### config.mk
export PLATFORM = sky130hd
export DESIGN_NAME = sysarr_fifo_flat
export DESIGN_NICKNAME = d
export VERILOG_FILES = /design/src/rtl/sysarr_pkg.sv /design/src/rtl/sysarr_ifs.sv /design/src/rtl/sysarr_fifo.sv /design/src/flat_wrapper.sv
export SDC_FILE = /design/constraint.sdc
export NUM_CORES = 1
export LEC_CHECK = 0
export ABC_AREA = 1
export CAP_MARGIN = 20
export CORE_MARGIN = 8
export CORE_UTILIZATION = 50
export DETAILED_ROUTE_END_ITERATION = 7
export DONT_BUFFER_PORTS = 1
export PLACE_DENSITY = 0.73
export SYNTH_ARGS = -nofsm -noshare
export SYNTH_HDL_FRONTEND = slang
export SYNTH_SLANG_ARGS = --single-unit
### constraint.sdc
create_clock -name clk -period 1.2 [get_ports clk]
set_input_delay 0.12 -clock clk [delete_from_list [all_inputs] [get_ports clk]]
set_output_delay 0.12 -clock clk [all_outputs]
set_load 0.05 [all_outputs]
### src/rtl/sysarr_pkg.sv
package sysarr_pkg;

    // Default array sizes
    localparam int DEF_N = 4;
    localparam int DEF_WIDTH = 8;
    localparam int DEF_ACC_WIDTH = 24;

    // Control unit sequencing
    typedef enum logic [1:0] {
        IDLE,
        FEED,
        DRAIN
    } cu_state_t;

    // Width of a row index for an n-row array, never below one bit
    function automatic int row_idx_w(input int n);
        int w;
        if (n > 1) begin
            w = $clog2(n);
        end else begin
            w = 1;
        end
        return w;
    endfunction

endpackage

### src/rtl/sysarr_ifs.sv


// One skew FIFO and its user
interface sysarr_fifo_if #(
    parameter int N = sysarr_pkg::DEF_N,
    parameter type elem_t = logic [sysarr_pkg::DEF_WIDTH-1:0]
);
    // Per-slot write enables, slot r holds matrix row r
    logic [N-1:0] load;
    logic shift;
    elem_t load_values [N];
    elem_t out;

    modport fifo (
        input load, shift, load_values,
        output out
    );

    modport user (
        output load, shift, load_values,
        input out
    );
endinterface

### src/rtl/sysarr_fifo.sv
module sysarr_fifo #(
    parameter int N = sysarr_pkg::DEF_N,
    parameter type elem_t = logic [sysarr_pkg::DEF_WIDTH-1:0]
)(
    input logic clk,
    input logic nRST,
    sysarr_fifo_if.fifo fifo
);
    elem_t slots [N];
    elem_t shifted [N];

    // Head leaves, everything moves one slot forward, zero enters at the tail
    always_comb begin
        for (int i = 0; i < N - 1; i++) begin
            shifted[i] = slots[i + 1];
        end
        shifted[N - 1] = '0;
    end

    always_ff @(posedge clk, negedge nRST) begin
        if (!nRST) begin
            for (int i = 0; i < N; i++) begin
                slots[i] <= '0;
            end
        end else begin
            for (int i = 0; i < N; i++) begin
                // A load wins over a shift on the same slot
                if (fifo.load[i]) begin
                    slots[i] <= fifo.load_values[i];
                end else if (fifo.shift) begin
                    slots[i] <= shifted[i];
                end
            end
        end
    end

    assign fifo.out = slots[0];

endmodule

### src/flat_wrapper.sv
// flat-port wrapper written by rule: the top's interface ports become plain ports
module sysarr_fifo_flat 
#(
    parameter int N = sysarr_pkg::DEF_N,
    parameter type elem_t = logic [sysarr_pkg::DEF_WIDTH-1:0]
)
  (clk, nRST, fifo_load, fifo_shift, fifo_load_values, fifo_out);
  sysarr_fifo_if #(.N(N), .elem_t(elem_t)) fifo_i ();
  input logic clk;
  input logic nRST;
  input wire logic [$bits(fifo_i.load)-1:0] fifo_load;
  input wire logic [$bits(fifo_i.shift)-1:0] fifo_shift;
  input wire logic [$bits(fifo_i.load_values)-1:0] fifo_load_values;
  output wire logic [$bits(fifo_i.out)-1:0] fifo_out;
  assign fifo_i.load = fifo_load;
  assign fifo_i.shift = fifo_shift;
  assign fifo_i.load_values = {>>{fifo_load_values}};
  assign fifo_out = fifo_i.out;
  sysarr_fifo #(.N(N), .elem_t(elem_t)) u_core (.clk(clk), .nRST(nRST), .fifo(fifo_i));
endmodule
-- Word-level counts from Yosys, hierarchy flattened
Cells that the tools add are included.
- bits in registers: 32
- output and inout port bits: 8
- word-level logic and storage cells: 16
- multiplexer cells: 8
- reduce and logical (&&, ||, !) cells: 4
- operators by type and width (operator ; count):
    2-to-1 mux 8 bit ; 8
    nonzero test 2 bit ; 4

-- Longest topological paths before layout
- word-level depth: 2
- gate-level depth with buffers: 4
- depth with buffers taken out: 3

-- Worst setup path after synthesis
Ideal clock, no wire load.
- path type: register to register
- start point: register u_core.fifo.out[0] (netlist name)
- end point: register u_core.slots (netlist bit u_core.fifo.out[0])
- library setup time: 0.126 ns
- data arrival time: 0.727 ns
- setup slack: 0.347 ns
- cell stages (with the launch flop): 3
- path buffers: 0
- period minus slack after synthesis: 0.853 ns
- cell sequence: dfrtp_1 nand2_1 nand3_1
- RTL lines (element ; line ; text):
    end signal: indexed assignment ; sysarr_fifo.sv:29 ; slots[i] <= fifo.load_values[i];
    end signal: indexed assignment ; sysarr_fifo.sv:31 ; slots[i] <= shifted[i];
    end: declaration ; sysarr_fifo.sv:9 ; elem_t slots [N];

-- Worst setup path after layout
- start point: register u_core.slots (netlist bit u_core.fifo.out[4])
- end point: output port fifo_out[4]
- RTL lines (element ; line ; text):
    end: declaration ; flat_wrapper.sv:14 ; output wire logic [$bits(fifo_i.out)-1:0] fifo_out;
No word-level cell between the ends.

==> flow_metrics.tcl <==
set metrics [dict create \
    cts_buffers 5 \
    synth_xor_area_share_pct 0 \
    ioPinCount 47 \
    worstSetupStartpoint "u_core.fifo.out[4]$_DFFE_PN0P_" \
    hold_ws_ns 0.0208 \
    setup_tns_ns 0 \
    synthesis.nets 205 \
    cp_num_buf_inv 1 \
    relSlewSlack_pct 73.1 \
    synthDistinctLibCells 8 \
    via_count 1235 \
    antenna_left 0 \
    synth.area.mux_share_pct 0 \
    end_kind "output pin" \
    cts-root-buf "clkbuf_4" \
    hold_viol 0 \
    start_kind "flop" \
    drc 0 \
    fin_nets 252 \
    cp_slowest_stage_delay_ns 0.41 \
    clkTransAtPathRegs_ns 0.09 \
    clk_path_buf_depth 2 \
    slew_viol_final 0 \
    wirelength_um 3320 \
    grt_antenna_before_repair 0 \
    critPathKind "reg2out" \
    first_global_vias 1261 \
    fin_crit_sh_pct 86.9 \
    peakVddDrop_v 0.000905 \
    hp-class "in2reg" \
    synth-seq-area-share_pct 56.0 \
    syn_area_um2 1430 \
    dr.pass1.iters 4 \
    dp_hpwl_um 2200 \
    cellPowerDensity_nw_per_um2 1210 \
    drv_cap 0 \
    core_area_um2 2730 \
    synth_top_family_by_area "simple AND/OR/NAND/NOR gates" \
    clock-sinks 32 \
    synth_fa_ha_area_share_pct 0 \
    tightest_slew_ns 0.403 \
    clock_latency_ns 0.31 \
    cp.required_ns 1.08 \
    antenna_cells 0 \
    place_congestion 0.739 \
    cp_data_arrival_time_ns 0.92 \
    drtIter0Drc 78 \
    drive_gt1_share_pct 11.3 \
    htreeDepth 2 \
    grt_start_max_net_pins 33 \
    worst_hold_path.endpoint "u_core.shifted[27]$_DFFE_PN0P_" \
    wire_per_inst_um 13.6 \
    die_w_um 69.5 \
    syn_inst 166 \
    r2r_start "u_core.shifted[9]$_DFFE_PN0P_" \
    whs_path_depth 3 \
    via_per_inst 5.06 \
    critical_path.slowest_cell "dfrtp_1" \
    r2r_end "u_core.shifted[17]$_DFFE_PN0P_" \
    synth_seq_cells 32 \
    syn2layout_area_growth_pct 35.9 \
    status "completed" \
    path_cells "buf_4" \
    rsz0062_at_grt "false" \
    die_h_um 69.5 \
    setup_viol 0 \
    finalClockSkew_ns 0.00214 \
    rows 19 \
    worst_r2r_path_depth 2 \
    syn_area_per_cell_um2 8.61 \
    grt_pass1_wl_um 5690 \
    cts_tree "yes" \
    fillers 211 \
    overflow 0 \
    p_leak_nw 0.936 \
    start_util_pct 52.3 \
    cts_setup_buffers 0 \
    fmax_mhz 959 \
    reg2reg_slack_ns 0.53 \
    yosysWarningCount 0 \
    synth-simple-area-share_pct 38.9 \
    synth_compound_gate_area_share_pct 0 \
    track_usage_pct 14.2 \
    die_area_um2 4820 \
    portBuffers 0 \
    worstHoldStart "fifo_load[1]" \
    path_delay_family "flip-flops" \
    finalCriticalPeriod_ns 1.04 \
    path_max_fanout 2 \
]
-- Yosys cell counts --
cell type	number	area, um2
nand3_1	48	240
buf_6	1	11.3
inv_2	3	11.3
buf_8	2	30.0
nand2_1	72	270
dfrtp_1	32	801
nor2_4	4	45.0
buf_2	4	20.0
-- metal layers --
metal  part of all wire, %  wire length, um  up-vias  track usage (%)
li1                      -                -      633                -
met2                    49             1630       47             23.9
met3                   8.6              286        4             6.01
met1                    41             1360      551             15.0
met4                   1.3               42        0             6.38
met5                     0                0        -                0
-- final cells by class --
cell class	instances	area [um2]	area share, %
clock buffer	7	65.1	3.35
timing repair buffer	47	470	24.2
tap	31	38.8	2.00
sequential	32	801	41.2
inverter	3	11.3	0.580
multi-input combinational	124	556	28.6
-- power breakdown --
part | internal [mW] | total [mW] | leakage [nW] | switching, mW
logic | 0.195 | 0.461 | 0.503 | 0.266
clock network | 0.332 | 0.656 | 0.0374 | 0.325
registers | 1.18 | 1.23 | 0.395 | 0.0540
total | 1.70 | 2.35 | 0.936 | 0.645
-- worst min-delay path: stages --
cell and delay, ns:
inv_2 0.05, nand3_1 0.07, nand3_1 0.06
-- stage by stage --
stage | setup slack, ns | total power [mW] | util [%] | instance area, um2 | cells
2_1_floorplan | 0.347 | 1.51 | - | 1430 | 166
4_1_cts | 0.164 | 2.37 | 71.0 | 1940 | 244
3_3_place_gp | 0.541 | 1.54 | 53.6 | 1470 | 198
3_5_place_dp | 0.526 | 1.55 | 53.6 | 1470 | 198
6_report | 0.157 | 2.35 | 71.0 | 1940 | 244
5_1_grt | 0.125 | 2.47 | 71.0 | 1940 | 244
-- registers in the layout, indices dropped and copies added (netlist names) --
signal / cells
u_core.shifted: 24
u_core.fifo.out: 8
-- repair_timing --
item                      in CTS  in global routing
hold buffers                  39                  0
gates resized for setup        0                  0
hold endpoints to repair      64                  0
-- worst max path at each step --
stage,endpoint,slack (ns),cells past startpoint
2_1_floorplan,u_core.fifo.out[0]$_DFFE_PN0P_,0.35,2
3_3_place_gp,fifo_out[5],0.54,1
3_5_place_dp,fifo_out[6],0.53,1
4_1_cts,fifo_out[6],0.16,1
5_1_grt,fifo_out[4],0.12,1
6_report,fifo_out[4],0.16,1
-- cells in the final DEF (no fill, tap or decap) --
cell / count
clkbuf_4: 5
nand3_1: 48
dlygate4sd3_1: 37
dfrtp_1: 32
clkbuf_8: 2
buf_4: 8
buf_12: 2
nand2_1: 72
inv_2: 3
nor2_4: 4
-- cell families (layout without fill, tap and decap cells) --
| family | after synthesis | count (layout) |
|---|---|---|
| flip-flops | 32 | 32 |
| buffers and inverters | 10 | 57 |
| AND/OR/NAND/NOR | 124 | 124 |
(Power assumes the default switching activity.)
