## src/rtl/sysarr_pkg.sv

```systemverilog
package sysarr_pkg;

    // Default array sizes
    localparam int DEF_N = 4;
    localparam int DEF_WIDTH = 8;
    localparam int DEF_ACC_WIDTH = 24;

    // Control unit sequencing
    typedef enum logic [1:0] {
        IDLE,
        FEED,
        DRAIN
    } cu_state_t;

    // Width of a row index for an n-row array, never below one bit
    function automatic int row_idx_w(input int n);
        int w;
        if (n > 1) begin
            w = $clog2(n);
        end else begin
            w = 1;
        end
        return w;
    endfunction

endpackage

```

## src/rtl/sysarr_mac.sv

```systemverilog
module sysarr_mac #(
    parameter int WIDTH = sysarr_pkg::DEF_WIDTH,
    parameter int ACC_WIDTH = sysarr_pkg::DEF_ACC_WIDTH
)(
    input logic clk,
    input logic nRST,
    input logic shift,
    input logic [WIDTH-1:0] weight,
    input logic [WIDTH-1:0] in_value,
    input logic [ACC_WIDTH-1:0] in_accumulate,
    output logic [WIDTH-1:0] in_pass,
    output logic [ACC_WIDTH-1:0] out_accumulate
);
    logic [2*WIDTH-1:0] product;
    logic [ACC_WIDTH-1:0] sum;

    assign product = in_value * weight;

    // Wraps modulo 2^ACC_WIDTH
    assign sum = in_accumulate + ACC_WIDTH'(product);

    always_ff @(posedge clk, negedge nRST) begin
        if (!nRST) begin
            in_pass <= '0;
            out_accumulate <= '0;
        end else if (shift) begin
            // Operand goes right, running sum goes down
            in_pass <= in_value;
            out_accumulate <= sum;
        end
    end

endmodule

```

## config.mk

```make
export PLATFORM = sky130hd
export DESIGN_NAME = sysarr_mac
export DESIGN_NICKNAME = d
export VERILOG_FILES = /design/src/rtl/sysarr_pkg.sv /design/src/rtl/sysarr_mac.sv
export SDC_FILE = /design/constraint.sdc
export NUM_CORES = 1
export LEC_CHECK = 0
export ABC_AREA = 1
export BUFFER_PORTS_ARGS = -buffer_cell sky130_fd_sc_hd__clkbuf_2
export CORE_ASPECT_RATIO = 0.6
export CORE_UTILIZATION = 53
export DETAILED_ROUTE_END_ITERATION = 8
export HOLD_SLACK_MARGIN = 0.05
export MAX_ROUTING_LAYER = met4
export PLACE_DENSITY = 0.79
export SYNTH_ARGS = -nofsm -noshare
export SYNTH_HDL_FRONTEND = slang
export SYNTH_SLANG_ARGS = --single-unit
```

## constraint.sdc

```tcl
create_clock -name clk -period 0.8 [get_ports clk]
set_input_delay 0.16 -clock clk [delete_from_list [all_inputs] [get_ports clk]]
set_output_delay 0.16 -clock clk [all_outputs]
set_load 0.01 [all_outputs]
```

; Yosys cells after proc, flatten, opt, wreduce, memory -nomap -nowiden
; Index checks and enable logic that the tools add are counted.
[op_classes]
mul = 1
add_sub_neg = 1
[op_table]
columns = operator, count
row1 = adder 24 x 16 -> 24 bit, 1
row2 = multiplier 8 x 8 -> 16 bit, 1
[totals]
out_inout_bits = 32
ff_bits = 32
input_bits = 43
wordCells = 4

; Longest topological paths before layout
[depth]
word_depth = 2
depth_mapped = 23
ltp_nobuf = 22

; Worst setup path before layout
; OpenSTA, ideal clock, no wires.
[synth_path]
path_type = input -> register
startpoint = in in_value[0]
endpoint = reg out_accumulate[22]
slack_ns = -3.050
path_stages = 20
arrival_time_ns = 3.733
path_buffers = 1
setup_ns = 0.117
cell_sequence = clkbuf_1 > nand2_1 > fa_1 > fa_1 > inv_1 > fa_1 > inv_1 > fa_1 > inv_1 > ha_1 > nand2_1 > nand2_1 > a21oi_2 > nand2_2 > nand2_2 > nand2_2 > nand2_1 > nand2_1 > nand3_1 > nand2_1
[synth_via]
elab_chain_len = 2
[synth_lines]
columns = element, line
row1 = "start, declared", sysarr_mac.sv:9  ; input logic [WIDTH-1:0] in_value,
row2 = multiplier 8 x 8 -> 16 bit, sysarr_mac.sv:17  ; assign product = in_value * weight;
row3 = adder 24 x 16 -> 24 bit, sysarr_mac.sv:20  ; assign sum = in_accumulate + ACC_WIDTH'(product);
row4 = "end signal, assigned", sysarr_mac.sv:29  ; out_accumulate <= sum;
row5 = "end, declared", sysarr_mac.sv:12  ; output logic [ACC_WIDTH-1:0] out_accumulate
; No other way between the ends.
; A chain may end at the register's enable or synchronous reset.

; Worst setup path in the final report
[layout_path]
startpoint = in weight[3]
endpoint = reg out_accumulate[13]
[layout_via]
elab_chain_len = 2
[layout_lines]
columns = element, line
row1 = "start, declared", sysarr_mac.sv:8  ; input logic [WIDTH-1:0] weight,
row2 = multiplier 8 x 8 -> 16 bit, sysarr_mac.sv:17
row3 = adder 24 x 16 -> 24 bit, sysarr_mac.sv:20
; No other way between the ends.

==> summary.txt <==
PLACE
--------------------------------------------------------------------------------
Cells after DPL ...................................................          858
Final RePlAce weighted congestion .................................        0.895
IO Port Bufs ......................................................           74
Sum of net half-perimeters after detailed placement ...............      9740 um
Cell Area, Placed .................................................     5610 um2

RUN STATUS
--------------------------------------------------------------------------------
Failing checks .................................................... setup timing
Outcome ........................................................... finished, violations left

FLOW RUN
--------------------------------------------------------------------------------
MaxCap Viol Count .................................................            0

TIMING
--------------------------------------------------------------------------------
Final min period ..................................................      3.64 ns
Setup ws final ....................................................     -2.84 ns
Measured slew at the worst slew-check pin .........................     0.539 ns
Setup repair after global routing missed its margin ...............         true
Number of pins with negative max-slew slack in the final report ...            0
Post-route fraction of the period consumed by the critical path ...         455%
Final clock skew ..................................................         0 ns
Maximum clock rate ................................................      275 MHz
Worst rel slew slack ..............................................        63.7%
Setup violators final .............................................           58
Final count of hold timing violations .............................            0

CLOCK NETWORK
--------------------------------------------------------------------------------
H-tree Lvls .......................................................            2
Worst-path clk slew ...............................................      0.06 ns
CTS tree ..........................................................          yes
Number of clock buffers inserted by TritonCTS .....................            5
Worst-skew pair later-pin latency .................................      0.28 ns
Root buf cell .....................................................    clkbuf_16
Number of clock sinks .............................................           32
Maximum clock path buffer count ...................................            2

CRITICAL PATH
--------------------------------------------------------------------------------
Worst r2r path cells ..............................................            4
Setup CP Type ..................................................... input pin to flip-flop
Worst setup EP type ...............................................    flip-flop
Worst EP arrival ..................................................      3.83 ns
CP required .......................................................      0.98 ns
R2r endpoint ......................................................   in_pass[7]
CP Launch Type ....................................................    input pin
Origin of the critical flop-to-flop path ..........................   in_pass[7]
Minimum setup slack among reg-to-reg paths ........................     -0.13 ns
Critical Path End ................................................. out_accumulate[13]
Start point of the critical path ..................................    weight[3]
Maximum fanout along the worst path ...............................            6

GRT
--------------------------------------------------------------------------------
Wire length of the first global-routing pass ......................    22,400 um
Number of global-route vias before repair .........................        4,594
Number of antenna violations at the first check in global routing .            0
Total global-route track usage ....................................        34.9%
Maximum number of pins on one net before global-route repair ......           33
Total grt overflow ................................................            0

LOGIC SYNTHESIS
--------------------------------------------------------------------------------
Top cell type by total area after synthesis .......................         fa_1
Post-synth net total ..............................................          770
Count of state elements after synthesis ...........................           32
Synth top area share ..............................................        22.4%
YS warnings .......................................................            0
Cell area after synthesis .........................................     4470 um2
Top post-synthesis cells by area .................................. fa_1 (22%), dfrtp_1 (18%), nand2_1 (18%), inv_1 (14%), ha_1 (11%)
Average instance area after synthesis .............................     7.03 um2
Part of the Yosys area used for sequential elements ...............        17.9%
Gate Count Post-Synth .............................................          636
Count of cell types in the netlist ................................           29

ROUTE
--------------------------------------------------------------------------------
Via count of the routed design ....................................        5,034
DRC viols .........................................................            0
Average wire per standard cell ....................................      19.5 um
Vias per cell .....................................................         5.57
DRT iter0 DRCs ....................................................          594
First-pass detailed-route iteration total .........................            6
Number of nets still failing antenna checks after routing .........            0
Total wirelength of the detailed-routed design ....................    17,600 um

POWER AND IR DROP
--------------------------------------------------------------------------------
Sum of internal, switching and leakage power ......................      24.3 mW
Static leakage ....................................................      4.00 nW
Worst-case vdd ir drop ............................................    0.00222 V
Power Density .....................................................  3500 nW/um2

DIE
--------------------------------------------------------------------------------
Die span in y .....................................................      73.1 um
DIE WIDTH .........................................................       121 um
Row Count .........................................................           25
Overall die area ..................................................     8820 um2
Effective utilization at floorplan ................................        55.8%
Top-level port count ..............................................           75
Floorplan Core Area ...............................................     8010 um2

LAYOUT
--------------------------------------------------------------------------------
Ratio of cells with drive above 1 in the final layout .............        46.3%
Final Instance Count excl. Fillers ................................          903
Layout overhead on the synthesized area ...........................        55.7%
Post-route cell area ..............................................     6960 um2
Final net count ...................................................          928
Diodes inserted ...................................................            0

WORST HOLD PATH
--------------------------------------------------------------------------------
Worst min path class .............................................. input pin to flip-flop
Worst Hold Path Cells .............................................            3

[state kept, by name (all words and copies together) (netlist names)]
| register | count |
|---|---|
| out_accumulate | 24 |
| in_pass | 8 |
[cell type report]
class | instances | area [um2]
Fill cell | 374 | 1050
Multi-Input combinational cell | 409 | 3700
Inverter | 171 | 652
Clock buffer | 5 | 125
Timing Repair Buffer | 175 | 1510
Sequential cell | 32 | 801
Clock inverter | 3 | 42.5
Tap cell | 108 | 135
[Yosys cell counts]
cell,number
nor3_1,3
o21ai_1,3
clkbuf_8,1
a31oi_1,1
buf_6,1
nand2_2,14
a21oi_2,1
a21oi_1,10
dfrtp_1,32
nand3b_1,4
fa_1,50
xnor2_1,7
nor2_1,21
and2_4,1
nand3_2,2
nor2_2,3
nand2_1,209
clkbuf_1,20
ha_1,41
inv_2,2
or2_4,1
nand4_1,3
buf_2,1
nor3_2,2
nand3_1,24
buf_4,1
o21ai_0,7
inv_1,169
or2_1,2
[power by group]
part           leakage [nW]  total (mW)  switching, mW  internal, mW
Clock                0.0798        2.21          0.751          1.46
Sequential            0.388        2.42          0.323          2.10
Combinational          3.53        19.7           11.1          8.62
[critical path: stages]
cell and delay, ns:
clkbuf_16 0.14, buf_6 0.12, nand2_1 0.07, inv_1 0.05, fa_2 0.34, fa_1 0.56
inv_1 0.07, fa_1 0.47, fa_1 0.52, inv_2 0.05, ha_4 0.28, nand2_2 0.12
nand2_1 0.10, nand2_1 0.11, nand2_2 0.07, nand2_2 0.08, nand3_4 0.12, xnor2_2 0.18
o21ai_1 0.19
[routing by layer]
layer  wire length (um)  track usage (%)  part of all wire [%]
met1               6510             45.6                    37
met2               7870             56.4                    45
met3               2010             4.45                    11
met4               1190             12.9                   6.8
met5                  0                -                     0
[placed cells by master, fill, tap and decap left out, types with 13 or more instances in the layout]
cell and count:
nand2_1 147, inv_1 130, buf_4 78, clkbuf_2 56, nand2_2 48, fa_1 40
inv_2 37, dfrtp_1 32, nand2_4 28, ha_1 22, ha_4 19, nor2_1 17
clkbuf_16 16, buf_6 16, nand3_1 13
[cell families (layout without fill, tap and decap cells)]
kind of cell	count (synthesis)	in the layout	synth area share (%)
adders and majority gates	91	91	33.9
xor gates and xnor gates	7	7	1.37
DFF	32	32	17.9
AOI/OAI and AO/OA	22	22	2.58
and+or+nand+nor	289	289	27.4
buffers and inverters	195	354	16.9
[timing repair]
item,in CTS,in global routing
buffers inserted,17,22
hold endpoints to repair,32,0
setup endpoints to repair,56,56
hold buffers,1,0
pin swaps,60,61
gates resized for setup,133,79
[metrics by stage]
step           setup slack [ns]  TNS (ns)  hold slack (ns)  util (%)
3_3_place_gp              -3.08    -62.33            0.131      70.1
5_1_grt                   -2.94    -65.01            0.174      86.9
4_1_cts                   -2.62    -57.46            0.161      81.6
2_1_floorplan             -2.71    -54.11           -0.136         -
6_report                  -2.84    -62.72            0.163      86.9
3_5_place_dp              -3.12    -63.80            0.134      70.1
[worst min path at each step]
stage,from,end
6_report,in_value[6],in_pass[6]
5_1_grt,in_value[6],in_pass[6]
4_1_cts,in_value[6],in_pass[6]
3_5_place_dp,nRST,out_accumulate[1]
3_3_place_gp,nRST,out_accumulate[1]
2_1_floorplan,nRST,in_pass[0]
No activity file was read; power rests on OpenSTA's default activity.
