`config.mk`:
```
export PLATFORM = sky130hd
export DESIGN_NAME = sysarr_control_unit_flat
export DESIGN_NICKNAME = d
export VERILOG_FILES = /design/src/rtl/sysarr_pkg.sv /design/src/rtl/sysarr_ifs.sv /design/src/rtl/sysarr_control_unit.sv /design/src/flat_wrapper.sv
export SDC_FILE = /design/constraint.sdc
export NUM_CORES = 1
export LEC_CHECK = 0
export BUFFER_PORTS_ARGS = -buffer_cell sky130_fd_sc_hd__buf_2
export CAP_MARGIN = 20
export CORE_MARGIN = 3
export CORE_UTILIZATION = 55
export DETAILED_ROUTE_END_ITERATION = 8
export GPL_TIMING_DRIVEN = 0
export PLACE_DENSITY_LB_ADDON = 0.15
export SYNTH_ARGS = -nofsm -noshare
export SYNTH_HDL_FRONTEND = slang
export SYNTH_SLANG_ARGS = --single-unit
```
`constraint.sdc`:
```
create_clock -name clk -period 4.15 [get_ports clk]
set_input_delay 0.415 -clock clk [delete_from_list [all_inputs] [get_ports clk]]
set_output_delay 0.415 -clock clk [all_outputs]
set_load 0.005 [all_outputs]
```
`src/rtl/sysarr_pkg.sv`:
```
package sysarr_pkg;

    // Default array sizes
    localparam int DEF_N = 4;
    localparam int DEF_WIDTH = 8;
    localparam int DEF_ACC_WIDTH = 24;

    // Control unit sequencing
    typedef enum logic [1:0] {
        IDLE,
        FEED,
        DRAIN
    } cu_state_t;

    // Width of a row index for an n-row array, never below one bit
    function automatic int row_idx_w(input int n);
        int w;
        if (n > 1) begin
            w = $clog2(n);
        end else begin
            w = 1;
        end
        return w;
    endfunction

endpackage

```
`src/rtl/sysarr_ifs.sv`:
```
// Control unit to datapath link
interface sysarr_cu_if #(
    parameter int N = sysarr_pkg::DEF_N
);
    localparam int RW = sysarr_pkg::row_idx_w(N);

    // Driven by the datapath
    logic input_load;
    logic partial_load;
    logic [RW-1:0] input_row;
    logic [RW-1:0] partial_row;

    // Driven by the control unit
    logic fifo_has_space;
    logic [N-1:0] in_shift;
    logic ps_shift;
    logic mac_shift;
    logic out_valid;
    logic [RW-1:0] out_row;
    logic busy;
    sysarr_pkg::cu_state_t state;

    modport control_unit (
        input input_load, partial_load, input_row, partial_row,
        output fifo_has_space, in_shift, ps_shift, mac_shift,
        output out_valid, out_row, busy, state
    );

    modport datapath (
        output input_load, partial_load, input_row, partial_row,
        input fifo_has_space, in_shift, ps_shift, mac_shift,
        input out_valid, out_row, busy, state
    );
endinterface


```
`src/rtl/sysarr_control_unit.sv`:
```
module sysarr_control_unit #(
    parameter int N = sysarr_pkg::DEF_N
)(
    input logic clk,
    input logic nRST,
    sysarr_cu_if.control_unit cu
);
    // Phase runs 0 .. 3N-1 over FEED and DRAIN
    localparam int PH_W = $clog2(3 * N);
    localparam int RW = sysarr_pkg::row_idx_w(N);
    localparam int FEED_LAST = 2 * N - 2;
    localparam int DRAIN_LAST = 3 * N - 1;
    localparam int OUT_FIRST = 2 * N;

    sysarr_pkg::cu_state_t state;
    logic [PH_W-1:0] phase;
    logic [N-1:0] in_mask;
    logic [N-1:0] ps_mask;
    logic all_loaded;

    assign all_loaded = (&in_mask) && (&ps_mask);

    always_ff @(posedge clk, negedge nRST) begin
        if (!nRST) begin
            state <= sysarr_pkg::IDLE;
            phase <= '0;
            in_mask <= '0;
            ps_mask <= '0;
        end else begin
            case (state)
                sysarr_pkg::IDLE: begin
                    if (all_loaded) begin
                        state <= sysarr_pkg::FEED;
                        in_mask <= '0;
                        ps_mask <= '0;
                    end else begin
                        // Rewriting a row sets the same bit again
                        if (cu.input_load) begin
                            in_mask[cu.input_row] <= 1'b1;
                        end
                        if (cu.partial_load) begin
                            ps_mask[cu.partial_row] <= 1'b1;
                        end
                    end
                end
                sysarr_pkg::FEED: begin
                    phase <= phase + 1'b1;
                    if (int'(phase) == FEED_LAST) begin
                        state <= sysarr_pkg::DRAIN;
                    end
                end
                sysarr_pkg::DRAIN: begin
                    if (int'(phase) == DRAIN_LAST) begin
                        state <= sysarr_pkg::IDLE;
                        phase <= '0;
                    end else begin
                        phase <= phase + 1'b1;
                    end
                end
                default: begin
                    state <= sysarr_pkg::IDLE;
                    phase <= '0;
                end
            endcase
        end
    end

    assign cu.state = state;
    assign cu.busy = (state != sysarr_pkg::IDLE);
    assign cu.fifo_has_space = (state == sysarr_pkg::IDLE);

    // PEs and deskew lines move every cycle of a run
    assign cu.mac_shift = (state != sysarr_pkg::IDLE);

    // Input column k starts k cycles into FEED and empties N cycles later
    always_comb begin
        for (int k = 0; k < N; k++) begin
            cu.in_shift[k] = (state == sysarr_pkg::FEED)
                && (int'(phase) >= k) && (int'(phase) < k + N);
        end
    end

    // Partial row r is at the FIFO head one cycle before its result
    assign cu.ps_shift = (state == sysarr_pkg::DRAIN) && (int'(phase) != DRAIN_LAST);

    // First DRAIN cycle is a gap while the last adds settle
    assign cu.out_valid = (state == sysarr_pkg::DRAIN) && (int'(phase) >= OUT_FIRST);
    assign cu.out_row = RW'(int'(phase) - OUT_FIRST);

endmodule

```
`src/flat_wrapper.sv`:
```
// flat-port wrapper written by rule: the top's interface ports become plain ports
module sysarr_control_unit_flat 
#(
    parameter int N = sysarr_pkg::DEF_N
)
  (clk, nRST, cu_input_load, cu_partial_load, cu_input_row, cu_partial_row, cu_fifo_has_space, cu_in_shift, cu_ps_shift, cu_mac_shift, cu_out_valid, cu_out_row, cu_busy, cu_state);
  sysarr_cu_if #(.N(N)) cu_i ();
  input logic clk;
  input logic nRST;
  input wire logic [$bits(cu_i.input_load)-1:0] cu_input_load;
  input wire logic [$bits(cu_i.partial_load)-1:0] cu_partial_load;
  input wire logic [$bits(cu_i.input_row)-1:0] cu_input_row;
  input wire logic [$bits(cu_i.partial_row)-1:0] cu_partial_row;
  output wire logic [$bits(cu_i.fifo_has_space)-1:0] cu_fifo_has_space;
  output wire logic [$bits(cu_i.in_shift)-1:0] cu_in_shift;
  output wire logic [$bits(cu_i.ps_shift)-1:0] cu_ps_shift;
  output wire logic [$bits(cu_i.mac_shift)-1:0] cu_mac_shift;
  output wire logic [$bits(cu_i.out_valid)-1:0] cu_out_valid;
  output wire logic [$bits(cu_i.out_row)-1:0] cu_out_row;
  output wire logic [$bits(cu_i.busy)-1:0] cu_busy;
  output wire logic [$bits(cu_i.state)-1:0] cu_state;
  assign cu_i.input_load = cu_input_load;
  assign cu_i.partial_load = cu_partial_load;
  assign cu_i.input_row = cu_input_row;
  assign cu_i.partial_row = cu_partial_row;
  assign cu_fifo_has_space = cu_i.fifo_has_space;
  assign cu_in_shift = cu_i.in_shift;
  assign cu_ps_shift = cu_i.ps_shift;
  assign cu_mac_shift = cu_i.mac_shift;
  assign cu_out_valid = cu_i.out_valid;
  assign cu_out_row = cu_i.out_row;
  assign cu_busy = cu_i.busy;
  assign cu_state = cu_i.state;
  sysarr_control_unit #(.N(N)) u_core (.clk(clk), .nRST(nRST), .cu(cu_i));
endmodule
```
Word level (Yosys, flattened, before mapping)
Index checks and enable logic that the tools add are counted.

storage, ports and cells
  bits of input ports = 8
  output and inout port bits = 13
  register bits = 14
  word-level logic and storage cells = 63

cells by class
  $add $sub $neg = 2
  reductions and logical operators = 21
  equal/unequal tests = 8
  $lt $le $gt $ge = 12
  bitwise logic cells = 2
  multiplexer cells = 14

operator list
  operator               number
  $mux W4                5
  $lt A4 B3 Y1 const B   4
  $logic_and A1 B1 Y1    12
  $pmux W4 S3            1
  $eq A4 B4 Y1 const B   2
  $ge A4 B2 Y1 const B   2
  $or A4 B4 Y4           2
  $reduce_and A4 Y1      2
  $lt A2 B3 Y1 const B   2
  $mux W2                3
  $ne A2 B1 Y1 const B   3
  $pmux W2 S3            1
  $reduce_bool A2 Y1     3
  $add A4 B1 Y4 const B  1
  $demux W1 S2           2
  $ge A2 B1 Y1 const B   2
  $ge A4 B1 Y1 const B   1
  $ge A4 B4 Y1 const B   1
  $ne A4 B4 Y1 const B   1
  $reduce_and A2 Y1      2
  $reduce_and A3 Y1      1
  $eq A2 B1 Y1 const B   1
  $eq A2 B2 Y1 const B   1
  $logic_not A2 Y1       1
  2 further kinds        3

Logic depth before layout (Yosys ltp)
  depth after elaboration = 7
  mapped depth = 6
  gate-level depth less buffers = 5

Worst setup path after synthesis
OpenSTA, ideal clock, no wires.

  path type = register -> register
  start = register u_core.state[0] (netlist: u_core.cu.state[0])
  end = register u_core.phase[3]
  clock period less this slack = 1.488 ns
  stages on the path, launching flop included = 6
  arrival = 1.398 ns
  data required time = 4.060 ns
  buffers on the path = 1
  path slack = 2.662 ns
  library setup time = 0.090 ns
  cell sequence = dfrtp_1 inv_1 ha_1 clkbuf_1 or4_1 o221ai_1

between the ends
  cells in the longest elaborated chain, start to end = 2
  elaborated cells between the ends (all ways) = 4
  classes of those cells = eq/ne: 2; mux: 1; reduce/logical: 1

RTL lines
  what                         RTL line                   RTL
  from (decl)                  sysarr_control_unit.sv:15  sysarr_pkg::cu_state_t state;
  from (signal assigned)       sysarr_control_unit.sv:25  state <= sysarr_pkg::IDLE;
  from (signal assigned)       sysarr_control_unit.sv:33  state <= sysarr_pkg::FEED;
  from (signal assigned)       sysarr_control_unit.sv:49  state <= sysarr_pkg::DRAIN;
  $logic_not A2 Y1 *           --
  named net cu_fifo_has_space  flat_wrapper.sv:14         output wire logic [$bits(cu_i.fifo_has_space)-1:0] cu_fifo_has_space;
  $pmux W4 S3                  sysarr_control_unit.sv:30  case (state)
  to (signal assigned)         sysarr_control_unit.sv:47  phase <= phase + 1'b1;
  to (signal assigned)         sysarr_control_unit.sv:57  phase <= phase + 1'b1;
  to (decl)                    sysarr_control_unit.sv:16  logic [PH_W-1:0] phase;

The timed path passes the listed nets; every way through them passes the cells marked *.
A chain may end at the register's enable or synchronous reset.

Worst setup path after layout
  start = register u_core.state[1] (netlist: u_core.cu.state[1])
  end = output port cu_in_shift[1]

between the ends
  cells in the longest elaborated chain, start to end = 3

RTL lines
  what                              RTL line                   RTL
  $eq A2 B1 Y1                      sysarr_control_unit.sv:78  cu.in_shift[k] = (state == sysarr_pkg::FEED)
  $logic_and A1 B1 Y1 (2 in a row)  sysarr_control_unit.sv:79  && (int'(phase) >= k) && (int'(phase) < k + N);
  to (decl)                         flat_wrapper.sv:15         output wire logic [$bits(cu_i.in_shift)-1:0] cu_in_shift;

Every way passes these cells.

==> flow_metrics.py <==
metrics = {
    "critical_path": {
        "required_ns": 3.73,
        "endpoint_kind": "output port",
        "crit_fanout": 4,
        "reg2reg_depth": 5,
        "r2r_start": "u_core.cu.state[1]$_DFFE_PN0P_",
        "r2r-end": "u_core.ps_mask[3]$_DFFE_PN0P_",
        "setup.worst_path.end": "cu_in_shift[1]",
        "startpoint": "u_core.cu.state[1]$_DFFE_PN0P_",
        "worstSetupPathType": "flop to output port",
        "rrSetupSlack_ns": 2.49,
        "crit_arrival_ns": 1.57,
        "startpoint_type": "flop",
    },
    "global_routing": {
        "grt_use_met2_pct": 30.8,
        "grt_pass1_wl_mm": 2.90,
        "grtUsageMet3_pct": 6.25,
        "gr-max-usage-layer": "met2",
        "overflow": 0,
        "met1_usage_pct": 24.3,
        "track_usage_pct": 19.3,
        "grt_pass1_vias": 666,
        "grt_max_degree": 15,
        "grt_antenna_before_repair": 0,
    },
    "routing": {
        "wl_per_cell_um": 13.4,
        "drt_wl_total_mm": 1.78,
        "drc": 0,
        "ant_nets": 0,
        "vias": 750,
        "vias_per_cell": 5.64,
        "drt_first_pass_iters": 4,
        "drt_iter0_markers": 20,
    },
    "cts": {
        "clkLatencyLatePin_ns": 0.28,
        "tritoncts": "done",
        "post_cts_resized": 0,
        "root_buffer": "clkbuf_4",
        "cts_hold_buf": 0,
        "cts_sinks": 14,
        "numCtsBuffers": 3,
        "cts_buffer_depth": 2,
        "clkSlewWorstSetupHoldPaths_ns": 0.08,
        "h-tree-depth": 1,
        "postCtsSetupRepairBufs": 0,
    },
    "timing": {
        "fmax_mhz": 504,
        "fin_crit_sh_pct": 47.8,
        "layout_setup_ws_ns": 2.17,
        "slew_viol_final": 0,
        "fin_skew_ns": 0.00590,
        "fin_setup_tns_ns": 0,
        "slew_headroom_pct": 63.8,
        "tightest_slew_ns": 0.540,
        "min_period_ns": 1.98,
        "timing.final.setup_violations": 0,
        "rsz0062_at_grt": "false",
        "hold_viol": 0,
    },
    "power": {
        "p_leak_nw": 0.508,
        "finalPower_mw": 0.479,
        "switching_share_pct": 36.1,
        "netSwitchingPower_mw": 0.173,
        "combPwrFrac_pct": 37.6,
        "peakVddDrop_v": 0.000345,
        "seq_power_share_pct": 42.8,
        "intPower_mw": 0.306,
        "power_density_nw_per_um2": 455,
        "clockPowerShare_pct": 19.6,
    },
    "logic_synthesis": {
        "synth.distinct_cells": 28,
        "ys_seq_area_share_pct": 39.0,
        "ys_warn_count": 0,
        "synth_seq_cells": 14,
        "synth_area_sq_um": 898,
        "syn-num-nets": 110,
        "syn_inst": 94,
        "avgSynthCellArea_sq_um": 9.56,
    },
    "floorplan": {
        "initial_utilization_pct": 63.5,
        "die_w_um": 46.4,
        "core_area_sq_um": 1420,
        "ios": 21,
        "die_h_um": 46.4,
        "die-area_sq_um": 2150,
        "num_rows": 13,
    },
    "place": {
        "dpl_cell_area_sq_um": 1020,
        "place_ws_ns": 2.47,
        "place_congestion": 0.775,
        "dp.cells": 129,
        "numPortBuffers": 20,
        "hpwl_mm": 1.38,
    },
    "final_layout": {
        "syn_to_final_growth_pct": 17.3,
        "most-common-layout-cells": "20 x buf_2, 14 x dfrtp_1, 11 x a21oi_1",
        "stdcell_area_sq_um": 1050,
        "final_common_cell": "buf_2",
        "fin_nets": 135,
        "drive_gt1_share_pct": 28.0,
        "fin_cells": 133,
        "insertedDiodeCount": 0,
    },
    "run_status": {
        "run_status": "finished, final reports clean",
    },
    "run": {
        "drv_cap": 0,
    },
    "min_path": {
        "hp-class": "primary input to async pin",
    },
}
-- layer usage --
metal  vias to the layer above  share of wire (%)
met1                       348                 48
met2                        22                 46
met4                         0               0.84
li1                        378                  -
met5                         -                  0
met3                         2                5.7
-- stage by stage --
stage / utilization [%] / hold WS (ns)
2_1_floorplan: - / 0.119
3_3_place_gp: 71.9 / 0.320
3_5_place_dp: 71.9 / 0.328
4_1_cts: 74.4 / 0.0219
5_1_grt: 74.4 / 0.0186
6_report: 74.4 / 0.0115
-- kinds of logic (layout without fill, tap and decap cells) --
group                      Yosys count  after routing  share of synthesized area [%]
and+or+nand+nor                     34             34                           25.3
AOI/OAI and AO/OA                   23             23                           16.0
DFF                                 14             14                           39.0
buffers and inverters               14             38                           7.52
adders and majority gates            8              8                           11.1
xor gates and xnor gates             1              1                          0.975
-- synth_stat cells, drive strengths merged --
cell type	instances	area, sq um
nor3	1	10.0
or4	1	7.51
and3	2	12.5
nor2	10	37.5
ha	8	100
nand2b	3	18.8
buf	4	30.0
or2	1	6.26
o211a	1	10.0
nand3	2	10.0
clkbuf	1	3.75
o31a	1	8.76
a311o	1	10.0
inv	9	33.8
nand4bb	2	55.1
nand2	5	18.8
and3b	2	17.5
xnor2	1	8.76
o21ai	3	15.0
dfrtp	14	350
o21a	1	7.51
a211oi	1	7.51
o221ai	2	17.5
nand4	3	18.8
a21oi	11	55.1
a31oi	1	6.26
o22ai	1	6.26
and2	2	15.0
-- registers in the layout, summed over array words and instances (netlist names) --
register and count:
u_core.ps_mask 4, u_core.cu.state 2, u_core.in_mask 4, u_core.phase 4
-- power by group through the flow --
stage,clock network [mW],logic (mW),registers [mW]
2_1_floorplan,0,0.127,0.200
3_3_place_gp,0,0.173,0.204
3_5_place_dp,0,0.179,0.207
4_1_cts,0.0978,0.180,0.204
5_1_grt,0.102,0.208,0.209
6_report,0.0941,0.180,0.205
-- worst max-delay path, stage by stage, from the launching register on --
cell	delay, ns
dfrtp_1	0.40
inv_1	0.13
ha_1	0.23
nand2b_1	0.14
a21oi_1	0.15
o31a_1	0.14
buf_2	0.10
-- final cells by class --
class | count | area (sq um)
flip-flops and latches | 14 | 350
well taps | 15 | 18.8
fillers | 121 | 362
inverters | 9 | 33.8
repair buffers | 20 | 100
plain buffers | 5 | 33.8
clock buffers | 4 | 36.3
multi-input cells | 66 | 480
-- how the worst min path moves through the flow --
stage / startpoint / end / slack (ns) / depth (start not counted)
after floorplan: nRST / u_core.cu.state[0]$_DFFE_PN0P_ / 0.12 / 0
after global placement: nRST / u_core.phase[2]$_DFFE_PN0N_ / 0.32 / 1
after detailed placement: nRST / u_core.phase[1]$_DFFE_PN0N_ / 0.33 / 1
after CTS: nRST / u_core.in_mask[1]$_DFFE_PN0P_ / 0.02 / 1
after global routing: nRST / u_core.in_mask[3]$_DFFE_PN0P_ / 0.02 / 1
final: nRST / u_core.phase[1]$_DFFE_PN0N_ / 0.01 / 1
No activity file was read; power rests on OpenSTA's default activity.
