==> config.mk <==
export PLATFORM = sky130hd
export DESIGN_NAME = sysarr_out_stage
export DESIGN_NICKNAME = d
export VERILOG_FILES = /design/src/rtl/sysarr_pkg.sv /design/src/rtl/sysarr_out_stage.sv
export SDC_FILE = /design/constraint.sdc
export NUM_CORES = 1
export LEC_CHECK = 0
export BUFFER_PORTS_ARGS = -buffer_cell sky130_fd_sc_hd__clkbuf_2
export CORE_MARGIN = 1.5
export CORE_UTILIZATION = 35
export DETAILED_ROUTE_END_ITERATION = 6
export SLEW_MARGIN = 20
export SYNTH_ARGS = -nofsm -noshare
export SYNTH_HDL_FRONTEND = slang
export SYNTH_SLANG_ARGS = --single-unit
==> constraint.sdc <==
create_clock -name clk -period 2.2 [get_ports clk]
set_input_delay 0.11 -clock clk [delete_from_list [all_inputs] [get_ports clk]]
set_output_delay 0.11 -clock clk [all_outputs]
set_load 0.05 [all_outputs]
==> src/rtl/sysarr_pkg.sv <==
package sysarr_pkg;

    // Default array sizes
    localparam int DEF_N = 4;
    localparam int DEF_WIDTH = 8;
    localparam int DEF_ACC_WIDTH = 24;

    // Control unit sequencing
    typedef enum logic [1:0] {
        IDLE,
        FEED,
        DRAIN
    } cu_state_t;

    // Width of a row index for an n-row array, never below one bit
    function automatic int row_idx_w(input int n);
        int w;
        if (n > 1) begin
            w = $clog2(n);
        end else begin
            w = 1;
        end
        return w;
    endfunction

endpackage

==> src/rtl/sysarr_out_stage.sv <==
module sysarr_out_stage #(
    parameter int N = sysarr_pkg::DEF_N,
    parameter int ACC_WIDTH = sysarr_pkg::DEF_ACC_WIDTH,
    parameter int COL = 0
)(
    input logic clk,
    input logic nRST,
    input logic shift,
    input logic [ACC_WIDTH-1:0] column_sum,
    input logic [ACC_WIDTH-1:0] partial,
    output logic [ACC_WIDTH-1:0] result
);
    // Column COL leaves the array COL cycles late, pad up to the last column
    localparam int DEPTH = N - 1 - COL;

    logic [ACC_WIDTH-1:0] delayed;

    if (DEPTH > 0) begin : g_delay
        logic [ACC_WIDTH-1:0] line [DEPTH];

        always_ff @(posedge clk, negedge nRST) begin
            if (!nRST) begin
                for (int i = 0; i < DEPTH; i++) begin
                    line[i] <= '0;
                end
            end else if (shift) begin
                line[0] <= column_sum;
                for (int i = 1; i < DEPTH; i++) begin
                    line[i] <= line[i - 1];
                end
            end
        end

        assign delayed = line[DEPTH - 1];
    end else begin : g_direct
        // Last column already lines up
        assign delayed = column_sum;
    end

    always_ff @(posedge clk, negedge nRST) begin
        if (!nRST) begin
            result <= '0;
        end else if (shift) begin
            result <= delayed + partial;
        end
    end

endmodule

# After elaboration in Yosys (flattened, before gate mapping)
# Cells that the tools add are included.
# word_totals
ff_bits	96
output_inout_bits	24
elab_cells	5
# classes
n_addsub	1
# op_table
operator	n
24-bit adder	1

# Depth between registers and ports, before layout
# Gate-level depths: netlist (run 1).
# logic_depth
ltp_word	1
depth_mapped	8

# Least setup slack after synthesis (run 1)
# OpenSTA, ideal clock, no wires.
# synth_timing
kind	flip-flop to flip-flop
startpoint	register g_delay.line (netlist bit delayed[0])
endpoint	register result[22]
t_arrival_ns	2.308
t_required_ns	2.075
slack_ns	-0.232
stages_incl_launch_ff	9
path_buffers	0
synth_period_minus_slack_ns	2.432
cell_sequence	dfrtp_1 ha_1 fa_1 a211o_1 a211oi_2 o221a_2 o211ai_1 xor2_1 mux2_2
# synth_between
elab_chain_len	1
# synth_lines
element	line_no	rtl
from (decl)	sysarr_out_stage.sv:19	logic [ACC_WIDTH-1:0] line [DEPTH];
from (signal, indexed assignment)	sysarr_out_stage.sv:29	line[i] <= line[i - 1];
24-bit adder	sysarr_out_stage.sv:44	result <= delayed + partial;
to (signal assigned)	sysarr_out_stage.sv:44	
to (decl)	sysarr_out_stage.sv:11	output logic [ACC_WIDTH-1:0] result
# Every way passes these cells.
# A chain may end at the register's enable or synchronous reset.

# Worst setup path after layout (run 1)
# Same ends and word-level chain as after synthesis.

==> results of run 1 <==
==> cells in the mapped netlist, types with 3 or more instances <==
cell / instances / area (um2)
dfrtp_1: 96 / 2400
mux2_2: 91 / 1020
a21oi_1: 23 / 115
ha_1: 23 / 288
nand2_1: 17 / 63.8
xnor2_1: 16 / 140
nor2_1: 13 / 48.8
clkbuf_1: 10 / 37.5
a21o_1: 6 / 45.0
inv_1: 6 / 22.5
a211o_1: 4 / 35.0
a31oi_1: 4 / 25.0
nand3_1: 4 / 20.0
o21ai_0: 4 / 20.0
o31ai_1: 4 / 30.0
xor2_1: 4 / 35.0
a21o_2: 3 / 26.3
and3_1: 3 / 18.8
buf_4: 3 / 22.5
nand4_1: 3 / 18.8
o21bai_1: 3 / 22.5
==> metal layers <==
| layer | track usage, % | up-vias | share of wire [%] |
|---|---|---|---|
| met5 | 0 | - | 0 |
| met4 | 6.10 | 0 | 2.5 |
| met3 | 3.33 | 17 | 3.6 |
| met2 | 23.9 | 65 | 46 |
| met1 | 21.0 | 1623 | 48 |
| li1 | - | 1665 | - |
==> power breakdown <==
group	switching (mW)	internal, mW	total (mW)	leakage [nW]
Sequential	0.243	2.17	2.41	1.12
Combinational	1.73	1.29	3.02	1.65
Clock	0.718	0.906	1.62	0.154
==> sequential cells by signal (all words and copies together) (netlist names) <==
register,cells
result,24
delayed,24
g_delay.line,48
==> worst max-delay path by stage <==
| stage | end | slack, ns | cells after the start |
|---|---|---|---|
| 3_3_place_gp | result[16] | -0.18 | 9 |
| 2_1_floorplan | result[22] | -0.10 | 8 |
| 3_5_place_dp | result[18] | -0.24 | 9 |
| 5_1_grt | result[20] | -0.28 | 9 |
| 6_report | result[22] | -0.22 | 8 |
| 4_1_cts | result[18] | -0.22 | 9 |
==> logic make-up (layout without fill, tap and decap cells) <==
| kind of cell | Yosys count | in the layout |
|---|---|---|
| flops | 96 | 96 |
| mux | 93 | 93 |
| compound gates | 73 | 73 |
| simple gates | 47 | 47 |
| fa+ha+maj | 24 | 24 |
| buf+inv | 21 | 162 |
| xor+xnor | 20 | 20 |
==> cell type report <==
| cell class | count | area (um2) | share of cell area, % |
|---|---|---|---|
| flip-flops and latches | 96 | 2400 | 37.3 |
| inverters | 6 | 22.5 | 0.349 |
| well taps | 176 | 220 | 3.42 |
| clock inverters | 7 | 83.8 | 1.30 |
| multi-input cells | 257 | 2520 | 39.1 |
| repair buffers | 140 | 972 | 15.1 |
| clock buffers | 9 | 225 | 3.49 |
==> timing repair <==
action	4_1_cts	5_1_grt
hold endpoints to repair	64	0
pin swaps	14	8
resized for setup	23	17
hold buffers	18	0
buffers inserted	8	3
endpoints found under the setup margin	11	15
==> worst max-delay path: cells and delay by family, from the launching register on <==
| kind | cells | cell delay, ns |
|---|---|---|
| compound gates | 4 | 0.97 |
| xor+xnor | 1 | 0.17 |
| mux | 1 | 0.26 |
| fa+ha+maj | 2 | 0.52 |
| flops | 1 | 0.41 |
==> stage by stage <==
stage | instances | area [um2] | util (%) | setup TNS [ns] | hold WS (ns)
floorplan | 374 | 4790 | - | -0.103 | -0.186
global placement | 651 | 5660 | 42.6 | -1.21 | 0.186
detailed placement | 651 | 5660 | 42.6 | -1.67 | 0.188
CTS | 690 | 6340 | 47.7 | -1.58 | 0.0000366
global route | 691 | 6440 | 48.5 | -2.13 | 0.00425
finish | 691 | 6440 | 48.5 | -1.38 | 0.00501
==> summary.md, run 1 <==
| Metric | Value |
|---|---|
| Worst Setup SP | delayed[0] |
| Initial antenna violation count | 0 |
| DRT antenna net count | 0 |
| Slowest cell on crit path | dfrtp_1 |
| Die Width | 120 um |
| Hold Vio Cnt, Final | 0 |
| Slowest stage delay, CP | 0.41 ns |
| Hold endpoint | g_delay.line[54] |
| Worst Path Required | 2.43 ns |
| DRT Pass-1 Iters | 4 |
| Slew HR | 56.6% |
| Adder-cell share of the synthesized area | 6.44% |
| Total die area | 14,400 um2 |
| Critical setup path kind | reg2reg |
| Worst path cell trace | ha_4, fa_2, a211o_1, a211oi_2, o221a_2, o211ai_1, xor2_1, mux2_4 |
| I/O Pins | 75 |
| Clk sinks | 96 |
| CTS root buffer | clkbuf_16 |
| Mean post-synth cell area | 12.8 um2 |
| Ys flop type | dfrtp_1 |
| Ys async rst share | 100% |
| Residual DRC | 0 |
| Pwr Total | 7.06 mW |
| Inserted Diodes | 0 |
| Status | finished, violations left |
| Post-DP HPWL | 7480 um |
| Hold depth | 2 |
| Simple-gate share of the synthesized area | 4.71% |
| Fill count | 1,197 |
| WL final | 10,200 um |
| CORE AREA | 13,300 um2 |
| Grt total ovfl | 0 |
| # rows | 42 |
| Final Skew | 0.00750 ns |
| Tot GR Track Use | 15.4% |
| Max-slew violation count | 0 |
| Slew at the pin closest to its max-slew limit | 0.650 ns |
| CTS tree | built |
| Most common cell after layout, fill and taps aside | dfrtp_1 |
| Die Y | 120 um |
| Critical Path Start Type | flip-flop |
| Area share of xor/xnor cells in the synthesized design | 3.67% |
| Global-route wire length before repair | 17,500 um |
| Critical Path Sink Type | flip-flop |
| Worst R2R End | result[22] |
| Vias in the first global route | 3,518 |
| Leakage | 2.93 nW |
| Via count | 3,370 |
| DR vias/cell | 4.88 |
| Violated checks | negative setup slack |
| Synth warnings | 0 |
| Sequential fraction of the synthesis area | 50.3% |
| Area growth syn-to-layout | 34.9% |
| Most frequent cells in the layout | 95 x dfrtp_1, 85 x mux2_2, 72 x clkbuf_2, 42 x buf_4, 22 x a21oi_1 |
| Power Density | 1100 nW/um2 |
| Post-layout min period | 2.42 ns |
| Worst-path clk slew | 0.07 ns |
| Post-synthesis cell count | 374 |
| Hold Path Class | in2reg |
| RSZ-0062 raised after global routing | true |
| Number of synthesized flops with an enable pin | 0 |
| Port buffer count | 74 |
| Max cap viols | 0 |
| Tcrit/Tclk final | 110% |
| Post-synthesis net count | 449 |
| Worst hold start | column_sum[6] |
| Post-Syn Area | 4780 um2 |
| FF-to-FF setup slack | -0.22 ns |
| DRT iter0 DRCs | 147 |
| H-tree Lvls | 3 |
| Setup WS pre-CTS | -0.236 ns |
| Cts bufs inserted | 9 |
| Netlist cell types | 49 |
| Largest family of logic cells by synthesized area | multiplexers |
| Net count, final | 585 |
| Compound-gate portion of the synthesized area | 10.9% |
| Post-synthesis register bit count | 96 |
| Starting Density | 35.9% |
| FMAX | 413 MHz |
| Reg2Reg Depth | 8 |
| Worst R2R Start | delayed[0] |
| Clock buffer depth | 2 |
| Min setup slack post-route | -0.221 ns |
| Drt wl/cell | 14.8 um |
| Layout cells sized above 1 | 50.7% |
| Maximum fanout along the worst path | 3 |
| Data arrival, critical path | 2.65 ns |
| Mux cell area share after synthesis | 21.9% |
| Worst skew pair latency | 0.34 ns |
| # setup viols final | 11 |
| RePlAce Congestion | 0.824 |
| Largest net degree at the start of global routing | 64 |
| VDD IR max | 0.378 mV |
Note: power is estimated with default switching activity, not from simulation.
==> run 2: changes to the inputs <==
--- a/config.mk
+++ b/config.mk
@@ -9,3 +9,3 @@
 export CORE_MARGIN = 1.5
-export CORE_UTILIZATION = 35
+export CORE_UTILIZATION = 34
 export DETAILED_ROUTE_END_ITERATION = 6
==> constraint.sdc (replaced) <==
create_clock -name clk -period 2.2 [get_ports clk]
set_input_delay 0.44 -clock clk [delete_from_list [all_inputs] [get_ports clk]]
set_output_delay 0.44 -clock clk [all_outputs]
set_load 0.05 [all_outputs]
==> summary.md, run 2 (synthesis gave the netlist of run 1 again) <==
| Metric | Value |
|---|---|
| Status | finished, violations left |
| Violated checks | negative setup slack |
| # setup viols final | 13 (+2) |
| Worst path top cell family by delay | compound AO/OA/AOI/OAI gates |
| Critical setup path kind | reg2reg |
| Sequential power share | 34.1% (about the same) |
| Grt total ovfl | 0 (unchanged) |
| Residual DRC | 0 (unchanged) |
| Tot GR Track Use | 15.3% (-0.069 points) |
| Final Skew | 0.00566 ns (-0.00184 ns) |
| Starting Density | 34.7% (-1.2 points) |
| Internal power | 4.41 mW (+0.93%) |
| Number of flip-flops under the largest register name | 48 (unchanged) |
| Fill count | 1,309 (+9.4%) |
| Tcrit/Tclk final | 110% (+0.31 points) |
| FF-to-FF setup slack | -0.23 ns (about the same) |
| Met2 Track Usage GR | 23.1% (-0.86 points) |
| I/O Pins | 75 (unchanged) |
| Post-DP HPWL | 7940 um (+6.2%) |
| Clk sinks | 96 (unchanged) |
| Hold Vio Cnt, Final | 0 (unchanged) |
| Initial antenna violation count | 0 (unchanged) |
| Slowest cell on crit path | dfrtp_1 |
| CTS tree | built |
| Biggest register | g_delay.line |
| Die Width | 122 um (+1.4%) |
| Reg2Reg Depth | 8 (unchanged) |
| Via count | 3,371 (+0.030%) |
| Max cap viols | 0 (unchanged) |
| Worst path cell trace | ha_4, fa_2, a211o_1, a211oi_4, o221a_4, o211ai_1, xor2_1, mux2_4 |
| Sw Share | 37.7% (-0.37 points) |
| Layout cells sized above 1 | 53.4% (+2.7 points) |
| CTS root buffer | clkbuf_16 |
| Worst Setup SP | delayed[0] |
| FMAX | 412 MHz (-0.28%) |
| Vias in the first global route | 3,468 (-1.4%) |
| Net count, final | 587 (+0.34%) |
| Power Density | 1120 nW/um2 (+1.8%) |
| Area of the multi-input gates | 2480 um2 (-1.4%) |
| RePlAce Congestion | 0.875 (+6.3%) |
| Worst skew pair latency | 0.34 ns (about the same) |
| CP bufs+invs | 0 (unchanged) |
| Setup TNS | -1.78 ns (-0.402 ns) |
| Top Usage Layer GRT | met2 |
| Most frequent cells in the layout | 95 x dfrtp_1, 84 x mux2_2, 72 x clkbuf_2, 65 x buf_4, 22 x a21oi_1 |
| Slowest stage delay, CP | 0.41 ns (about the same) |
| H-tree Lvls | 3 (unchanged) |
| Clock buffer depth | 2 (unchanged) |
| Drt wl/cell | 15.2 um (+3.1%) |
| DRT Pass-1 Iters | 4 (unchanged) |
| Inserted Diodes | 0 (unchanged) |
| Clk network pwr share | 22.3% (-0.7 points) |
| CORE AREA | 13,800 um2 (+3.6%) |
| Global-route wire length before repair | 17,600 um (+0.31%) |
| Critical Path Start Type | flip-flop |
| FF+latch area | 2400 um2 (unchanged) |
| DR vias/cell | 4.84 (-0.83%) |
| Hold Path Class | in2async |
| Met1 usage | 21.1% (+0.098 points) |
| Worst Path Required | 2.43 ns (about the same) |
| Most common cell after layout, fill and taps aside | dfrtp_1 |
| Post-layout min period | 2.43 ns (+0.00672 ns) |
| Max-slew violation count | 0 (unchanged) |
| Grt met3 use | 3.32% (about the same) |
| Worst R2R Start | delayed[0] |
| VDD IR max | 0.357 mV (-5.6%) |
| Leakage | 2.93 nW (+0.20%) |
| Area growth syn-to-layout | 32.9% |
| Slew HR | 65.1% (+8.5 points) |
| # rows | 43 (+2.4%) |
| Total die area | 14,800 um2 (+2.9%) |
| Port buffer count | 74 (unchanged) |
| Worst R2R End | result[22] |
| Worst-path clk slew | 0.07 ns (about the same) |
| WL final | 10,600 um (+4.0%) |
| Largest net degree at the start of global routing | 41 (-36%) |
| DRT iter0 DRCs | 165 (+12%) |
| P_sw | 2.67 mW (-0.63%) |
| Data arrival, critical path | 2.65 ns (about the same) |
| Cts bufs inserted | 9 (unchanged) |
| RSZ-0062 raised after global routing | true |
| Slew at the pin closest to its max-slew limit | 0.523 ns (-0.127 ns) |
| Min setup slack post-route | -0.228 ns (-0.00672 ns) |
| Logic pwr share | 43.6% (+0.8 points) |
| Die Y | 122 um (+1.4%) |
| DRT antenna net count | 0 (unchanged) |
| Maximum fanout along the worst path | 3 (unchanged) |
| Final core occ | 46.1% (-2.4 points) |
| Critical Path Sink Type | flip-flop |
| CP Capture Point | result[22] |
| WP depth | 8 (unchanged) |
-- run 2: cell count changes in the layout (fill, tap and decap cells not counted), sizes merged --
cell,delta
buf,+20
clkbuf,+2
clkinv,-1
clkinvlp,+1
dlygate4sd3,-18
inv,-2
-- run 2: what timing repair did --
action | in CTS | in global routing
gates resized for setup | 22 | 13
buffers inserted | 6 | 1
endpoints found under the setup margin | 13 | 14
hold buffers | 0 | 0
pin swaps | 16 | 17
-- run 2: through the flow --
step | power [mW] | instance area, um2 | hold WS (ns) | setup slack [ns] | cells
finish | 7.08 | 6350 | 0.0692 | -0.228 | 697
global route | 7.49 | 6350 | 0.108 | -0.326 | 697
CTS | 7.09 | 6290 | 0.0738 | -0.277 | 697
detailed placement | 5.29 | 5830 | 0.456 | -0.528 | 678
global placement | 5.24 | 5830 | 0.439 | -0.473 | 678
floorplan | 4.31 | 4790 | 0.144 | -0.216 | 374
-- run 2: worst min-delay path by stage --
| stage | startpoint | endpoint | slack [ns] |
|---|---|---|---|
| after floorplan | nRST | delayed[0] | 0.14 |
| after global placement | nRST | g_delay.line[71] | 0.44 |
| after detailed placement | nRST | g_delay.line[71] | 0.46 |
| after CTS | nRST | g_delay.line[71] | 0.07 |
| after global routing | nRST | g_delay.line[47] | 0.11 |
| final | nRST | g_delay.line[71] | 0.07 |
-- run 2: worst register-to-register path, cell delays in order (launching register included) --
cell	delay [ns]
dfrtp_1	0.41
ha_4	0.18
fa_2	0.34
a211o_1	0.31
a211oi_4	0.31
o221a_4	0.24
o211ai_1	0.10
xor2_1	0.17
mux2_4	0.27
-- run 2: routing by layer --
metal | up-vias | part of all wire [%]
met5 | - | 0
met1 | 1641 | 48
li1 | 1659 | -
met4 | 0 | 2.8
met2 | 52 | 46
met3 | 19 | 3.2
-- run 2: power groups by stage --
| stage | clock network, mW | registers (mW) | logic (mW) |
|---|---|---|---|
| after CTS | 1.64 | 2.42 | 3.02 |
| final | 1.58 | 2.42 | 3.09 |
| after floorplan | 0 | 3.11 | 1.20 |
| after detailed placement | 0 | 2.45 | 2.84 |
| after global placement | 0 | 2.44 | 2.80 |
| after global routing | 1.70 | 2.47 | 3.31 |
-- run 2: area by class of cell --
cell class,count,share of cell area [%]
timing repair buffer,142,14.5
clock buffer,11,3.66
sequential,96,37.8
inverter,6,0.355
tap,180,3.55
multi-input combinational,257,39.1
clock inverter,5,1.00
==> run 3: changes to the inputs <==
Settings changed: BUFFER_PORTS_ARGS -buffer_cell sky130_fd_sc_hd__clkbuf_2 to -buffer_cell sky130_fd_sc_hd__buf_4, SKIP_LAST_GASP from default to 1.
==> summary.md, run 3 (synthesis gave the netlist of run 1 again) <==
| Metric | Value |
|---|---|
| Violated checks | negative setup slack |
| Largest net degree at the start of global routing | 52 (+27%) |
| # setup viols final | 13 (unchanged) |
| Die Y | 122 um (unchanged) |
| Status | finished, violations left |
| Met2 WL | 4910 um (+1.6%) |
| FMAX | 413 MHz (+0.16%) |
| DRT Pass-1 Iters | 4 (unchanged) |
| Worst Path Required | 2.43 ns (about the same) |
| Tcrit/Tclk final | 110% (-0.17 points) |
| Critical Path Start Type | flip-flop |
| Final non-filler cell total | 703 (+0.86%) |
| Post-place instance area | 6070 um2 (+4.2%) |
| Layout cells sized above 1 | 53.7% (+0.34 points) |
| Worst path top cell family by delay | compound AO/OA/AOI/OAI gates |
| Inserted Diodes | 0 (unchanged) |
| Biggest register | g_delay.line |
| RSZ-0062 raised after global routing | true |
| H-tree Lvls | 3 (unchanged) |
| CTS tree | built |
| Cts bufs inserted | 9 (unchanged) |
| Via count | 3,428 (+1.7%) |
| VDD IR max | 0.352 mV (-1.5%) |
| Placed insts | 685 (+1.0%) |
| Tot GR Track Use | 15.4% (+0.069 points) |
| Setup WS pre-CTS | -0.499 ns (+0.0295 ns) |
| RePlAce Congestion | 0.833 (-4.8%) |
| Min setup slack post-route | -0.224 ns (+0.00383 ns) |
| Post-DP HPWL | 7970 um (+0.28%) |
| Final Skew | 0.00847 ns (+0.00280 ns) |
| Grt total ovfl | 0 (unchanged) |
| Initial antenna violation count | 0 (unchanged) |
| DRT iter0 DRCs | 150 (-9.1%) |
| CTS root buffer | clkbuf_16 |
| Hold buffer count at cts | 0 (unchanged) |
| Hold Path Class | in2async |
| Worst R2R Start | delayed[0] |
| Critical Path Sink Type | flip-flop |
| Worst Setup SP | delayed[0] |
| Setup TNS | -1.55 ns (+0.235 ns) |
| Met3 wire length | 320 um (-5.9%) |
| Slew at the pin closest to its max-slew limit | 0.706 ns (+0.183 ns) |
| Slew HR | 52.9% (-12 points) |
| Clock buffer depth | 2 (unchanged) |
| Starting Density | 34.7% (unchanged) |
| CP bufs+invs | 0 (unchanged) |
| Drt wl/cell | 15.2 um (-0.20%) |
| Max-slew violation count | 0 (unchanged) |
| Worst-path clk slew | 0.07 ns (about the same) |
| Hold WS | 0.0310 ns (-0.0382 ns) |
| Residual DRC | 0 (unchanged) |
| Die Width | 122 um (unchanged) |
| M1 wire length | 5180 um (+0.78%) |
| Total die area | 14,800 um2 (unchanged) |
| Max cap viols | 0 (unchanged) |
| CORE AREA | 13,800 um2 (unchanged) |
| Data arrival, critical path | 2.65 ns (about the same) |
| WL final | 10,700 um (+0.66%) |
| Slowest stage delay, CP | 0.42 ns (about the same) |
| Slowest cell on crit path | dfrtp_1 |
| I/O Pins | 75 (unchanged) |
| # rows | 43 (unchanged) |
| Area growth syn-to-layout | 37.4% |
| Worst skew pair latency | 0.34 ns (about the same) |
| Critical setup path kind | reg2reg |
| Port buffer count | 74 (unchanged) |
| Global-route wire length before repair | 17,500 um (-0.55%) |
| DR vias/cell | 4.88 (+0.82%) |
| Most common cell after layout, fill and taps aside | buf_4 |
| Clk sinks | 96 (unchanged) |
| Hold Vio Cnt, Final | 0 (unchanged) |
| DRT antenna net count | 0 (unchanged) |
| Leakage | 3.01 nW (+2.6%) |
| Number of flip-flops under the largest register name | 48 (unchanged) |
| Final Instance Area | 6570 um2 (+3.4%) |
| Worst path cell trace | ha_4, fa_2, a211o_1, a211oi_4, o221a_2, o211ai_1, xor2_1, mux2_2 |
| Net count, final | 593 (+1.0%) |
| Most frequent cells in the layout | 141 x buf_4, 96 x dfrtp_1, 86 x mux2_2, 22 x a21oi_1, 20 x ha_1 |
| Maximum fanout along the worst path | 3 (unchanged) |
| Power Density | 1100 nW/um2 (-1.2%) |
| Top layer used by detailed routing | met4 |
| Vias in the first global route | 3,512 (+1.3%) |
| Post-layout min period | 2.42 ns (-0.00384 ns) |
==> run 3: cell types whose count changed in the layout (fill, tap and decap cells not counted), sizes merged <==
cell / previous run / this run
buf: 70 / 148
clkbuf: 83 / 11
==> run 3: worst paths after layout <==
| path | slack [ns] | end | depth (start not counted) |
|---|---|---|---|
| hold reg to reg | 0.50 | result[19] | 2 |
| setup / recovery | -0.22 | result[22] | 8 |
| min in group clk | 0.32 | g_delay.line[71] | 2 |
| hold / removal | 0.03 | result[17] | 1 |
| max in group asynchronous | 1.54 | g_delay.line[26] | 2 |
| setup reg to reg | -0.22 | result[22] | 8 |
==> run 3: routing by layer <==
metal | GRT usage (%) | up-vias
li1 | - | 1673
met1 | 21.4 | 1670
met2 | 23.7 | 68
met3 | 2.01 | 17
met4 | 7.65 | 0
met5 | 0 | -
==> run 3: through the flow <==
| stage | util (%) | power, mW |
|---|---|---|
| 6_report | 47.7 | 7.23 |
| 5_1_grt | 47.7 | 7.64 |
| 4_1_cts | 46.8 | 7.17 |
| 3_5_place_dp | 44.1 | 5.46 |
| 3_3_place_gp | 44.1 | 5.42 |
| 2_1_floorplan | - | 4.31 |
==> run 3: cell type report <==
type | instances | area, um2
Clock buffer | 11 | 233
Clock inverter | 5 | 62.6
Fill cell | 1313 | 7210
Inverter | 6 | 22.5
Multi-Input combinational cell | 257 | 2460
Sequential cell | 96 | 2400
Tap cell | 180 | 225
Timing Repair Buffer | 148 | 1160
==> run 3: power by group <==
part	total, mW	switching (mW)	internal, mW	leakage (nW)
logic	3.23	1.73	1.50	1.74
clock network	1.59	0.693	0.893	0.142
registers	2.41	0.242	2.17	1.12
==> run 3: timing repair <==
action / 4_1_cts / 5_1_grt
pin swaps: 14 / 9
buffers inserted: 2 / 2
resized for setup: 13 / 19
setup endpoints to repair: 14 / 15
==> run 3: worst reg2reg max path: cells and delay by family (launching register included) <==
family	cells	cell delay, ns
fa+ha+maj	2	0.52
xor+xnor	1	0.16
compound gates	4	0.94
flops	1	0.42
mux	1	0.27
